[src/source/cache_pkg.sv]
// Widths and payload types shared by the direct-mapped write-through cache bank.
// Modules that use these take them in with a wildcard import in their header.
package cache_pkg;

    localparam int WORD_BITS      = 32;
    localparam int LINE_WORDS     = 4;
    localparam int LINE_ADDR_BITS = 12;

    typedef logic [WORD_BITS-1:0]                 word_t;
    typedef logic [LINE_WORDS-1:0][WORD_BITS-1:0] line_t;
    typedef logic [LINE_ADDR_BITS-1:0]            line_addr_t;
    typedef logic [$clog2(LINE_WORDS)-1:0]        wsel_t;
    typedef logic [WORD_BITS/8-1:0]               byteen_t;
    typedef logic [7:0]                           req_tag_t;

    // operation kind carried down the pipeline
    typedef enum logic [1:0] {
        OP_READ,
        OP_WRITE,
        OP_FILL,
        OP_REPLAY
    } op_t;

    typedef struct packed {
        req_tag_t tag;
        word_t    data;
    } core_rsp_t;

    typedef struct packed {
        logic       rw;
        line_addr_t addr;
        wsel_t      wsel;
        byteen_t    byteen;
        word_t      data;
    } mem_req_t;

    typedef struct packed {
        line_addr_t addr;
        wsel_t      wsel;
        req_tag_t   tag;
    } miss_entry_t;

endpackage

[src/source/cache_fifo.sv]
// Synchronous FIFO with a type-parameter payload.
// A push shows at data_out one cycle later; alm_full is raised once the
// count reaches ALM_FULL so a producer can stop early.
`timescale 1ns/1ps

module cache_fifo #(
    parameter type payload_t = logic,
    parameter int  DEPTH     = 4,
    parameter int  ALM_FULL  = DEPTH - 1
) (
    input  logic     clk,
    input  logic     rst_n,
    input  logic     push,
    input  logic     pop,
    input  payload_t data_in,
    output payload_t data_out,
    output logic     empty,
    output logic     full,
    output logic     alm_full
);

    localparam int PTR_BITS = (DEPTH > 1) ? $clog2(DEPTH) : 1;
    localparam int CNT_BITS = $clog2(DEPTH + 1);

    payload_t            mem_q [DEPTH];
    logic [PTR_BITS-1:0] rd_ptr;
    logic [PTR_BITS-1:0] wr_ptr;
    logic [CNT_BITS-1:0] count;

    always_ff @(posedge clk) begin
        if (!rst_n) begin
            rd_ptr <= '0;
            wr_ptr <= '0;
            count  <= '0;
        end else begin
            if (push) begin
                wr_ptr <= (wr_ptr == PTR_BITS'(DEPTH - 1)) ? '0 : wr_ptr + 1'b1;
            end
            if (pop) begin
                rd_ptr <= (rd_ptr == PTR_BITS'(DEPTH - 1)) ? '0 : rd_ptr + 1'b1;
            end
            count <= count + CNT_BITS'(push) - CNT_BITS'(pop);
        end
    end

    always_ff @(posedge clk) begin
        if (push) begin
            mem_q[wr_ptr] <= data_in;
        end
    end

    assign data_out = mem_q[rd_ptr];
    assign empty    = (count == '0);
    assign full     = (count == CNT_BITS'(DEPTH));
    assign alm_full = (count >= CNT_BITS'(ALM_FULL));

    assert property (@(posedge clk) disable iff (!rst_n) !(push && full));
    assert property (@(posedge clk) disable iff (!rst_n) !(pop && empty));

endmodule

[src/source/cache_tags.sv]
// Valid and tag store of the direct-mapped bank.
// Lookup is combinational from the stage-0 address; a fill from stage 1
// sets the valid bit and writes the tag of its line.
`timescale 1ns/1ps

module cache_tags import cache_pkg::*; #(
    parameter int NUM_LINES = 16
) (
    input  logic       clk,
    input  logic       rst_n,
    input  line_addr_t lookup_addr,
    input  logic       fill,
    input  line_addr_t fill_addr,
    output logic       hit
);

    localparam int INDEX_BITS = $clog2(NUM_LINES);
    localparam int TAG_BITS   = LINE_ADDR_BITS - INDEX_BITS;

    logic [NUM_LINES-1:0]  valid_q;
    logic [TAG_BITS-1:0]   tag_q [NUM_LINES];
    logic [INDEX_BITS-1:0] lookup_idx;
    logic [INDEX_BITS-1:0] fill_idx;
    logic [TAG_BITS-1:0]   lookup_tag;
    logic [TAG_BITS-1:0]   fill_tag;

    assign lookup_idx = lookup_addr[INDEX_BITS-1:0];
    assign lookup_tag = lookup_addr[LINE_ADDR_BITS-1:INDEX_BITS];
    assign fill_idx   = fill_addr[INDEX_BITS-1:0];
    assign fill_tag   = fill_addr[LINE_ADDR_BITS-1:INDEX_BITS];

    always_ff @(posedge clk) begin
        if (!rst_n) begin
            valid_q <= '0;
        end else if (fill) begin
            valid_q[fill_idx] <= 1'b1;
        end
    end

    always_ff @(posedge clk) begin
        if (fill) begin
            tag_q[fill_idx] <= fill_tag;
        end
    end

    // a fill landing this cycle wins over the stored entry
    assign hit = (fill && (fill_idx == lookup_idx)) ? (fill_tag == lookup_tag)
               : (valid_q[lookup_idx] && (tag_q[lookup_idx] == lookup_tag));

endmodule

[src/source/cache_data.sv]
// Line data store of the direct-mapped bank, accessed in stage 1.
// A fill replaces a whole line, a write merges enabled bytes into one word,
// and read_data returns the selected word of the addressed line.
`timescale 1ns/1ps

module cache_data import cache_pkg::*; #(
    parameter int NUM_LINES = 16
) (
    input  logic       clk,
    input  line_addr_t addr,
    input  wsel_t      wsel,
    input  byteen_t    byteen,
    input  logic       write,
    input  word_t      write_data,
    input  logic       fill,
    input  line_t      fill_data,
    output word_t      read_data
);

    localparam int INDEX_BITS = $clog2(NUM_LINES);

    line_t                 lines [NUM_LINES];
    logic [INDEX_BITS-1:0] idx;

    assign idx = addr[INDEX_BITS-1:0];

    always_ff @(posedge clk) begin
        if (fill) begin
            lines[idx] <= fill_data;
        end else if (write) begin
            for (int b = 0; b < WORD_BITS / 8; b++) begin
                if (byteen[b]) begin
                    lines[idx][wsel][b*8 +: 8] <= write_data[b*8 +: 8];
                end
            end
        end
    end

    assign read_data = lines[idx][wsel];

    // one stage-1 operation per cycle
    assert property (@(posedge clk) !(write && fill));

endmodule

[src/source/cache_miss_tracker.sv]
// Tracks core requests in flight and parked read misses.
// Credits bound the requests between acceptance and completion. Misses wait
// in order; after the matching fill passes stage 1 the head is offered
// for replay, and only one fill is outstanding until that replay is taken.
`timescale 1ns/1ps

module cache_miss_tracker import cache_pkg::*; #(
    parameter int MSHR_DEPTH = 4
) (
    input  logic        clk,
    input  logic        rst_n,
    input  logic        core_req_fire,
    input  logic        allocate,
    input  miss_entry_t alloc_entry,
    input  logic        retire,
    input  logic        fill_fire,
    input  logic        fill_done,
    input  logic        replay_ready,
    output logic        credit_full,
    output logic        miss_empty,
    output logic        fill_busy,
    output line_addr_t  fill_addr,
    output logic        replay_valid,
    output miss_entry_t replay_entry
);

    localparam int CNT_BITS = $clog2(MSHR_DEPTH + 1);

    logic [CNT_BITS-1:0] credit_cnt;
    logic                fill_ready_q;
    logic                fill_busy_q;
    logic                replay_fire;
    logic                queue_empty;
    miss_entry_t         head;

    cache_fifo #(
        .payload_t (miss_entry_t),
        .DEPTH     (MSHR_DEPTH),
        .ALM_FULL  (MSHR_DEPTH)
    ) miss_queue (
        .clk      (clk),
        .rst_n    (rst_n),
        .push     (allocate),
        .pop      (replay_fire),
        .data_in  (alloc_entry),
        .data_out (head),
        .empty    (queue_empty),
        .full     (),
        .alm_full ()
    );

    assign replay_fire = replay_valid && replay_ready;

    always_ff @(posedge clk) begin
        if (!rst_n) begin
            credit_cnt   <= '0;
            fill_ready_q <= 1'b0;
            fill_busy_q  <= 1'b0;
        end else begin
            credit_cnt <= credit_cnt + CNT_BITS'(core_req_fire)
                        - CNT_BITS'(retire) - CNT_BITS'(replay_fire);
            if (fill_done) begin
                fill_ready_q <= 1'b1;
            end else if (replay_fire) begin
                fill_ready_q <= 1'b0;
            end
            if (fill_fire) begin
                fill_busy_q <= 1'b1;
            end else if (replay_fire) begin
                fill_busy_q <= 1'b0;
            end
        end
    end

    assign credit_full  = (credit_cnt == CNT_BITS'(MSHR_DEPTH));
    assign miss_empty   = queue_empty;
    assign fill_busy    = fill_busy_q;
    // memory answers in order, so the head names the line being filled
    assign fill_addr    = head.addr;
    assign replay_valid = fill_ready_q;
    assign replay_entry = head;

    assert property (@(posedge clk) disable iff (!rst_n)
        (credit_cnt == '0) |-> !(retire || replay_fire));

endmodule

[src/source/cache_bank.sv]
// Single-port direct-mapped write-through cache bank, no write-allocate.
// Requests are arbitrated replay first, then memory fill, then core request,
// and pass a tag lookup stage and a data/decision stage. Read misses park in
// the miss tracker and replay after their fill; writes go through to memory.
`timescale 1ns/1ps

module cache_bank import cache_pkg::*; #(
    parameter int NUM_LINES  = 16,
    parameter int MSHR_DEPTH = 4,
    parameter int CRSQ_DEPTH = 4,
    parameter int MREQ_DEPTH = 4
) (
    input  logic       clk,
    input  logic       rst_n,

    input  logic       core_req_valid,
    input  logic       core_req_rw,
    input  line_addr_t core_req_addr,
    input  wsel_t      core_req_wsel,
    input  byteen_t    core_req_byteen,
    input  word_t      core_req_data,
    input  req_tag_t   core_req_tag,
    output logic       core_req_ready,

    output logic       core_rsp_valid,
    output word_t      core_rsp_data,
    output req_tag_t   core_rsp_tag,
    input  logic       core_rsp_ready,

    output logic       mem_req_valid,
    output logic       mem_req_rw,
    output line_addr_t mem_req_addr,
    output wsel_t      mem_req_wsel,
    output byteen_t    mem_req_byteen,
    output word_t      mem_req_data,
    input  logic       mem_req_ready,

    input  logic       mem_rsp_valid,
    input  line_t      mem_rsp_data,
    output logic       mem_rsp_ready
);

    localparam int PIPELINE_STAGES = 2;

    logic        active_q;
    logic        pipe_stall;
    logic        credit_full;
    logic        miss_empty;
    logic        fill_busy;
    logic        replay_valid;
    logic        replay_ready;
    miss_entry_t replay_entry;
    miss_entry_t alloc_entry;
    line_addr_t  fill_addr;
    logic        fill_enable;
    logic        replay_fire;
    logic        fill_fire;
    logic        core_req_fire;
    logic        rd_in_pipe;
    logic        valid_sel;
    op_t         op_sel;
    line_addr_t  addr_sel;
    wsel_t       wsel_sel;
    req_tag_t    tag_sel;
    line_t       data_sel;

    logic        valid_st0;
    op_t         op_st0;
    line_addr_t  addr_st0;
    wsel_t       wsel_st0;
    byteen_t     byteen_st0;
    req_tag_t    tag_st0;
    line_t       data_st0;
    logic        tag_hit;
    logic        lookup_st0;

    logic        valid_st1;
    op_t         op_st1;
    line_addr_t  addr_st1;
    wsel_t       wsel_st1;
    byteen_t     byteen_st1;
    req_tag_t    tag_st1;
    line_t       data_st1;
    logic        hit_st1;
    word_t       read_data_st1;

    logic        do_read_st1;
    logic        do_write_st1;
    logic        do_fill_st1;
    logic        do_replay_st1;
    logic        rsp_push;
    logic        miss_st1;
    logic        retire;
    core_rsp_t   crsq_in;
    core_rsp_t   crsq_out;
    logic        crsq_empty;
    logic        crsq_full;
    mem_req_t    mreq_in;
    mem_req_t    mreq_out;
    logic        mreq_push;
    logic        mreq_empty;
    logic        mreq_alm_full;

    // holds every ready low until the first cycle out of reset
    always_ff @(posedge clk) begin
        if (!rst_n) begin
            active_q <= 1'b0;
        end else begin
            active_q <= 1'b1;
        end
    end

    // write may not overtake a read miss still waiting for its line
    assign rd_in_pipe = (valid_st0 && (op_st0 == OP_READ))
                     || (valid_st1 && (op_st1 == OP_READ));

    assign fill_enable    = mem_rsp_valid && !replay_valid && !fill_busy;
    assign replay_ready   = !pipe_stall;
    assign mem_rsp_ready  = active_q && !replay_valid && !fill_busy && !pipe_stall;
    assign core_req_ready = active_q && !replay_valid && !fill_enable && !credit_full
                         && !mreq_alm_full && !pipe_stall
                         && (!core_req_rw || (miss_empty && !rd_in_pipe));

    assign replay_fire   = replay_valid && replay_ready;
    assign fill_fire     = mem_rsp_valid && mem_rsp_ready;
    assign core_req_fire = core_req_valid && core_req_ready;
    assign valid_sel     = replay_fire || fill_fire || core_req_fire;

    always_comb begin
        if (replay_valid) begin
            op_sel   = OP_REPLAY;
            addr_sel = replay_entry.addr;
        end else if (fill_enable) begin
            op_sel   = OP_FILL;
            addr_sel = fill_addr;
        end else begin
            op_sel   = core_req_rw ? OP_WRITE : OP_READ;
            addr_sel = core_req_addr;
        end
        wsel_sel = replay_valid ? replay_entry.wsel : core_req_wsel;
        tag_sel  = replay_valid ? replay_entry.tag : core_req_tag;
        data_sel = mem_rsp_data;
        if (!fill_enable) begin
            data_sel[0] = core_req_data;
        end
    end

    always_ff @(posedge clk) begin
        if (!rst_n) begin
            valid_st0 <= 1'b0;
            valid_st1 <= 1'b0;
        end else if (!pipe_stall) begin
            valid_st0 <= valid_sel;
            valid_st1 <= valid_st0;
        end
    end

    always_ff @(posedge clk) begin
        if (!pipe_stall) begin
            op_st0     <= op_sel;
            addr_st0   <= addr_sel;
            wsel_st0   <= wsel_sel;
            byteen_st0 <= core_req_byteen;
            tag_st0    <= tag_sel;
            data_st0   <= data_sel;
            op_st1     <= op_st0;
            addr_st1   <= addr_st0;
            wsel_st1   <= wsel_st0;
            byteen_st1 <= byteen_st0;
            tag_st1    <= tag_st0;
            data_st1   <= data_st0;
            hit_st1    <= lookup_st0 && tag_hit;
        end
    end

    assign lookup_st0 = valid_st0 && (op_st0 != OP_FILL);

    cache_tags #(
        .NUM_LINES (NUM_LINES)
    ) tags (
        .clk         (clk),
        .rst_n       (rst_n),
        .lookup_addr (addr_st0),
        .fill        (do_fill_st1),
        .fill_addr   (addr_st1),
        .hit         (tag_hit)
    );

    assign do_read_st1   = valid_st1 && (op_st1 == OP_READ);
    assign do_write_st1  = valid_st1 && (op_st1 == OP_WRITE);
    assign do_fill_st1   = valid_st1 && (op_st1 == OP_FILL);
    assign do_replay_st1 = valid_st1 && (op_st1 == OP_REPLAY);

    assign rsp_push   = (do_read_st1 && hit_st1) || do_replay_st1;
    assign pipe_stall = rsp_push && crsq_full;
    assign miss_st1   = do_read_st1 && !hit_st1;
    assign retire     = (do_read_st1 && hit_st1 && !pipe_stall) || do_write_st1;
    assign mreq_push  = miss_st1 || do_write_st1;

    cache_data #(
        .NUM_LINES (NUM_LINES)
    ) data (
        .clk        (clk),
        .addr       (addr_st1),
        .wsel       (wsel_st1),
        .byteen     (byteen_st1),
        .write      (do_write_st1 && hit_st1),
        .write_data (data_st1[0]),
        .fill       (do_fill_st1),
        .fill_data  (data_st1),
        .read_data  (read_data_st1)
    );

    assign alloc_entry = '{addr: addr_st1, wsel: wsel_st1, tag: tag_st1};

    cache_miss_tracker #(
        .MSHR_DEPTH (MSHR_DEPTH)
    ) miss_tracker (
        .clk           (clk),
        .rst_n         (rst_n),
        .core_req_fire (core_req_fire),
        .allocate      (miss_st1),
        .alloc_entry   (alloc_entry),
        .retire        (retire),
        .fill_fire     (fill_fire),
        .fill_done     (do_fill_st1),
        .replay_ready  (replay_ready),
        .credit_full   (credit_full),
        .miss_empty    (miss_empty),
        .fill_busy     (fill_busy),
        .fill_addr     (fill_addr),
        .replay_valid  (replay_valid),
        .replay_entry  (replay_entry)
    );

    // the replayed line was installed by the fill just ahead of it
    assert property (@(posedge clk) disable iff (!rst_n) do_replay_st1 |-> hit_st1);

    assign crsq_in = '{tag: tag_st1, data: read_data_st1};

    cache_fifo #(
        .payload_t (core_rsp_t),
        .DEPTH     (CRSQ_DEPTH)
    ) core_rsp_queue (
        .clk      (clk),
        .rst_n    (rst_n),
        .push     (rsp_push && !pipe_stall),
        .pop      (core_rsp_valid && core_rsp_ready),
        .data_in  (crsq_in),
        .data_out (crsq_out),
        .empty    (crsq_empty),
        .full     (crsq_full),
        .alm_full ()
    );

    assign core_rsp_valid = !crsq_empty;
    assign core_rsp_tag   = crsq_out.tag;
    assign core_rsp_data  = crsq_out.data;

    // line read for a miss, single word for a write-through
    assign mreq_in = '{
        rw:     do_write_st1,
        addr:   addr_st1,
        wsel:   wsel_st1,
        byteen: byteen_st1,
        data:   data_st1[0]
    };

    cache_fifo #(
        .payload_t (mem_req_t),
        .DEPTH     (MREQ_DEPTH),
        .ALM_FULL  (MREQ_DEPTH - PIPELINE_STAGES)
    ) mem_req_queue (
        .clk      (clk),
        .rst_n    (rst_n),
        .push     (mreq_push),
        .pop      (mem_req_valid && mem_req_ready),
        .data_in  (mreq_in),
        .data_out (mreq_out),
        .empty    (mreq_empty),
        .full     (),
        .alm_full (mreq_alm_full)
    );

    assign mem_req_valid  = !mreq_empty;
    assign mem_req_rw     = mreq_out.rw;
    assign mem_req_addr   = mreq_out.addr;
    assign mem_req_wsel   = mreq_out.wsel;
    assign mem_req_byteen = mreq_out.byteen;
    assign mem_req_data   = mreq_out.data;

endmodule

[config.mk]
export PLATFORM = sky130hd
export DESIGN_NAME = cache_bank
export DESIGN_NICKNAME = d
export VERILOG_FILES = /design/src/source/cache_pkg.sv /design/src/source/cache_fifo.sv /design/src/source/cache_tags.sv /design/src/source/cache_data.sv /design/src/source/cache_miss_tracker.sv /design/src/source/cache_bank.sv
export SDC_FILE = /design/constraint.sdc
export NUM_CORES = 2
export LEC_CHECK = 0
export BUFFER_PORTS_ARGS = -buffer_cell sky130_fd_sc_hd__buf_2
export CORE_MARGIN = 2
export CORE_UTILIZATION = 35
export DETAILED_ROUTE_END_ITERATION = 16
export PLACE_DENSITY_LB_ADDON = 0.2
export SLEW_MARGIN = 20
export SYNTH_ARGS = -nofsm -noshare
export SYNTH_HDL_FRONTEND = slang
export SYNTH_HIERARCHICAL = 1
export SYNTH_SLANG_ARGS = --single-unit
[constraint.sdc]
create_clock -name clk -period 22.1 [get_ports clk]
set_clock_uncertainty 0.1 [all_clocks]
set_input_delay 6.63 -clock clk [delete_from_list [all_inputs] [get_ports clk]]
set_output_delay 6.63 -clock clk [all_outputs]
set_load 0.03 [all_outputs]
==> impl_results.md <==
- Status: finished, final reports clean
- Routability-driven placement congestion ratio: 0.788
- Synth warnings: 6
- Data arrival, critical path: 7980 ps
- Max Clk Rate: 68.0 MHz
- Register share of total power: 50.6%
- H-tree levels: 5
- Met1 WL: 134000 µm
- Largest net degree at the start of global routing: 116
- Clock tree buffer depth: 4
- Crit path launch type: input port
- Clock period minus worst slack: 14710 ps
- GRT Util Overall: 18.5%
- CP endpoint kind: output pin
- Switching portion of total power: 23.6%
- Max IR drop VDD: 63.4 µV
- Power per standard cell area: 97.1 mW/mm²
- Net Sw Power: 3000 µW
- Post-detail-place hpwl: 195000 µm
- Overflow left after global routing: 0
- TritonCTS Sinks: 2992
- Core Box Area: 0.324 mm²
- Post-Route WL: 311000 µm
- Post_cts resized: 0
- Clock network fraction of total power: 40.9%
- Fin. Hold Viols: 0
- Rel. slew slack: 17.4%
- Critical path's top delay family: simple AND/OR/NAND/NOR gates
- WL per Instance: 30.5 µm
- Slowest stage delay, CP: 400 ps
- Syn Area/Cell: 22.2 µm²
- Critical path buffers and inverters: 3
- Internal: 9680 µW
- CP max FO: 34
- First-pass GRT wire length: 430000 µm
- Detail Route Antenna Nets: 0
- Netlist Area Pre-Place: 0.114 mm²
- Most frequent CP cell: buf_2
- # hold bufs at CTS: 0
- WL met3: 23300 µm
- Area delta synth->final: 14.5%
- Postcts setup bufs: 0
- Area after DPL: 0.120 mm²
- RSZ-0062 raised after global routing: false
- Most frequent cells in the layout: edfxtp_1 (2941), mux4_2 (652), clkbuf_16 (334)
- Starting density of the core: 35.2%
- Critical path class: input port to output pin
- Fin. max-slew vios: 0
- Share of cells above drive strength 1: 29.5%
- Worst-Margin Slew: 1230 ps
- Die H: 575 µm
- Leak Pwr: 0.0407 µW
- Initial antenna violation count: 59
- Uppermost layer routed: met5
- Ports: 288
- Nets: 5802
- Initial DRC count: 5904
- Part of the cycle the worst path needs: 66.6%
- Comb power frac: 8.6%
- Worst-path clk slew: 60 ps
- CTS buffer count: 328
- Commonest non-fill, non-tap cell in the layout: edfxtp_1
- Fill cells: 28692
- Slowest CP cell: or3_1
- Final Cell Area: 0.131 mm²
- Critical path data required time: 15370 ps
- Die X: 575 µm
- Synth Net Count: 5366
- First-pass DRT Iterations: 6
- Critical path, cell by cell: buf_2 > nor3b_4 > buf_4 > or3_1 > nor3_1 > buf_2
- DRC: 0
- Vias in the first global route: 55327
- IO buf count: 287
- Routed vias: 54834
- CTS root buffer: clkbuf_16
- Std-Cell Rows: 209
- CTS tree: built
- Die area: 0.330 mm²
- Mapped Cells: 5143
- Skew-Pair Late Insertion Delay: 930 ps
- Maxcap violations: 0
- Sum Neg Setup Slack: 0 ps
- Worst hold path class: register to register
- WL met2: 145000 µm
- Final setup fails: 0
- Vias per inst: 5.38
## area by class of cell
type | instances | area [µm²] | share of cell area [%]
multi-input cells | 1833 | 23100 | 17.7
well taps | 4325 | 5410 | 4.15
clock buffers | 417 | 8740 | 6.70
clock inverters | 166 | 1370 | 1.05
repair buffers | 392 | 2340 | 1.79
flip-flops and latches | 2992 | 89300 | 68.4
diodes | 37 | 92.6 | 0.0709
inverters | 32 | 120 | 0.0920
## per-stage QoR
stage	total power [µW]	hold WS (ps)	cells	util (%)	setup WS (ps)
after floorplan	7190	300	5143	-	3180
after global placement	7620	303	9572	37.1	7320
after detailed placement	7640	305	9574	37.1	7350
after CTS	12800	281	10157	40.2	7350
after global routing	13100	282	10160	40.2	7280
final	12700	280	10194	40.3	7390
## flip-flops by register name, indices dropped and copies added, names as in the netlist, 8 cells and up, named ones only
register	count
addr_st0	12
addr_st1	12
core_rsp_queue/mem_q	160
data/lines	2048
data_st0	128
data_st1	128
mem_req_queue/mem_q	204
miss_tracker/miss_queue/mem_q	88
tag_st0	8
tag_st1	8
tags/tag_q	128
tags/valid_q	16
## per-layer routing
metal / up-vias / global-route usage [%]
met4: 4 / 5.21
met1: 29780 / 26.4
met2: 2116 / 29.0
met3: 454 / 3.22
met5: - / 0.473
li1: 22480 / -
## power by group through the flow
stage          logic [µW]  registers (µW)  clock network (µW)
2_1_floorplan         712            6480                   0
3_3_place_gp         1080            6530                   0
3_5_place_dp         1100            6540                   0
4_1_cts              1100            6420                5310
5_1_grt              1150            6420                5520
6_report             1090            6410                5180
## worst register-to-register path: stages, from the launching register on
cell	delay [ps]
edfxtp_1	750
buf_12	530
buf_4	1050
buf_4	750
buf_4	870
mux4_2	670
a22oi_1	350
a21oi_1	380
or4_1	1010
## final timing paths
path,start,end,slack (ps),cells after the start
worst max-delay path,mem_rsp_valid,core_req_ready,7390,6
worst min-delay path,data_st0[87],data_st1[87],280,0
worst max register to register,addr_st1[0],core_rsp_queue/mem_q[0][21],15150,8
worst min register to register,data_st0[87],data_st1[87],280,0
(Power assumes the default switching activity.)
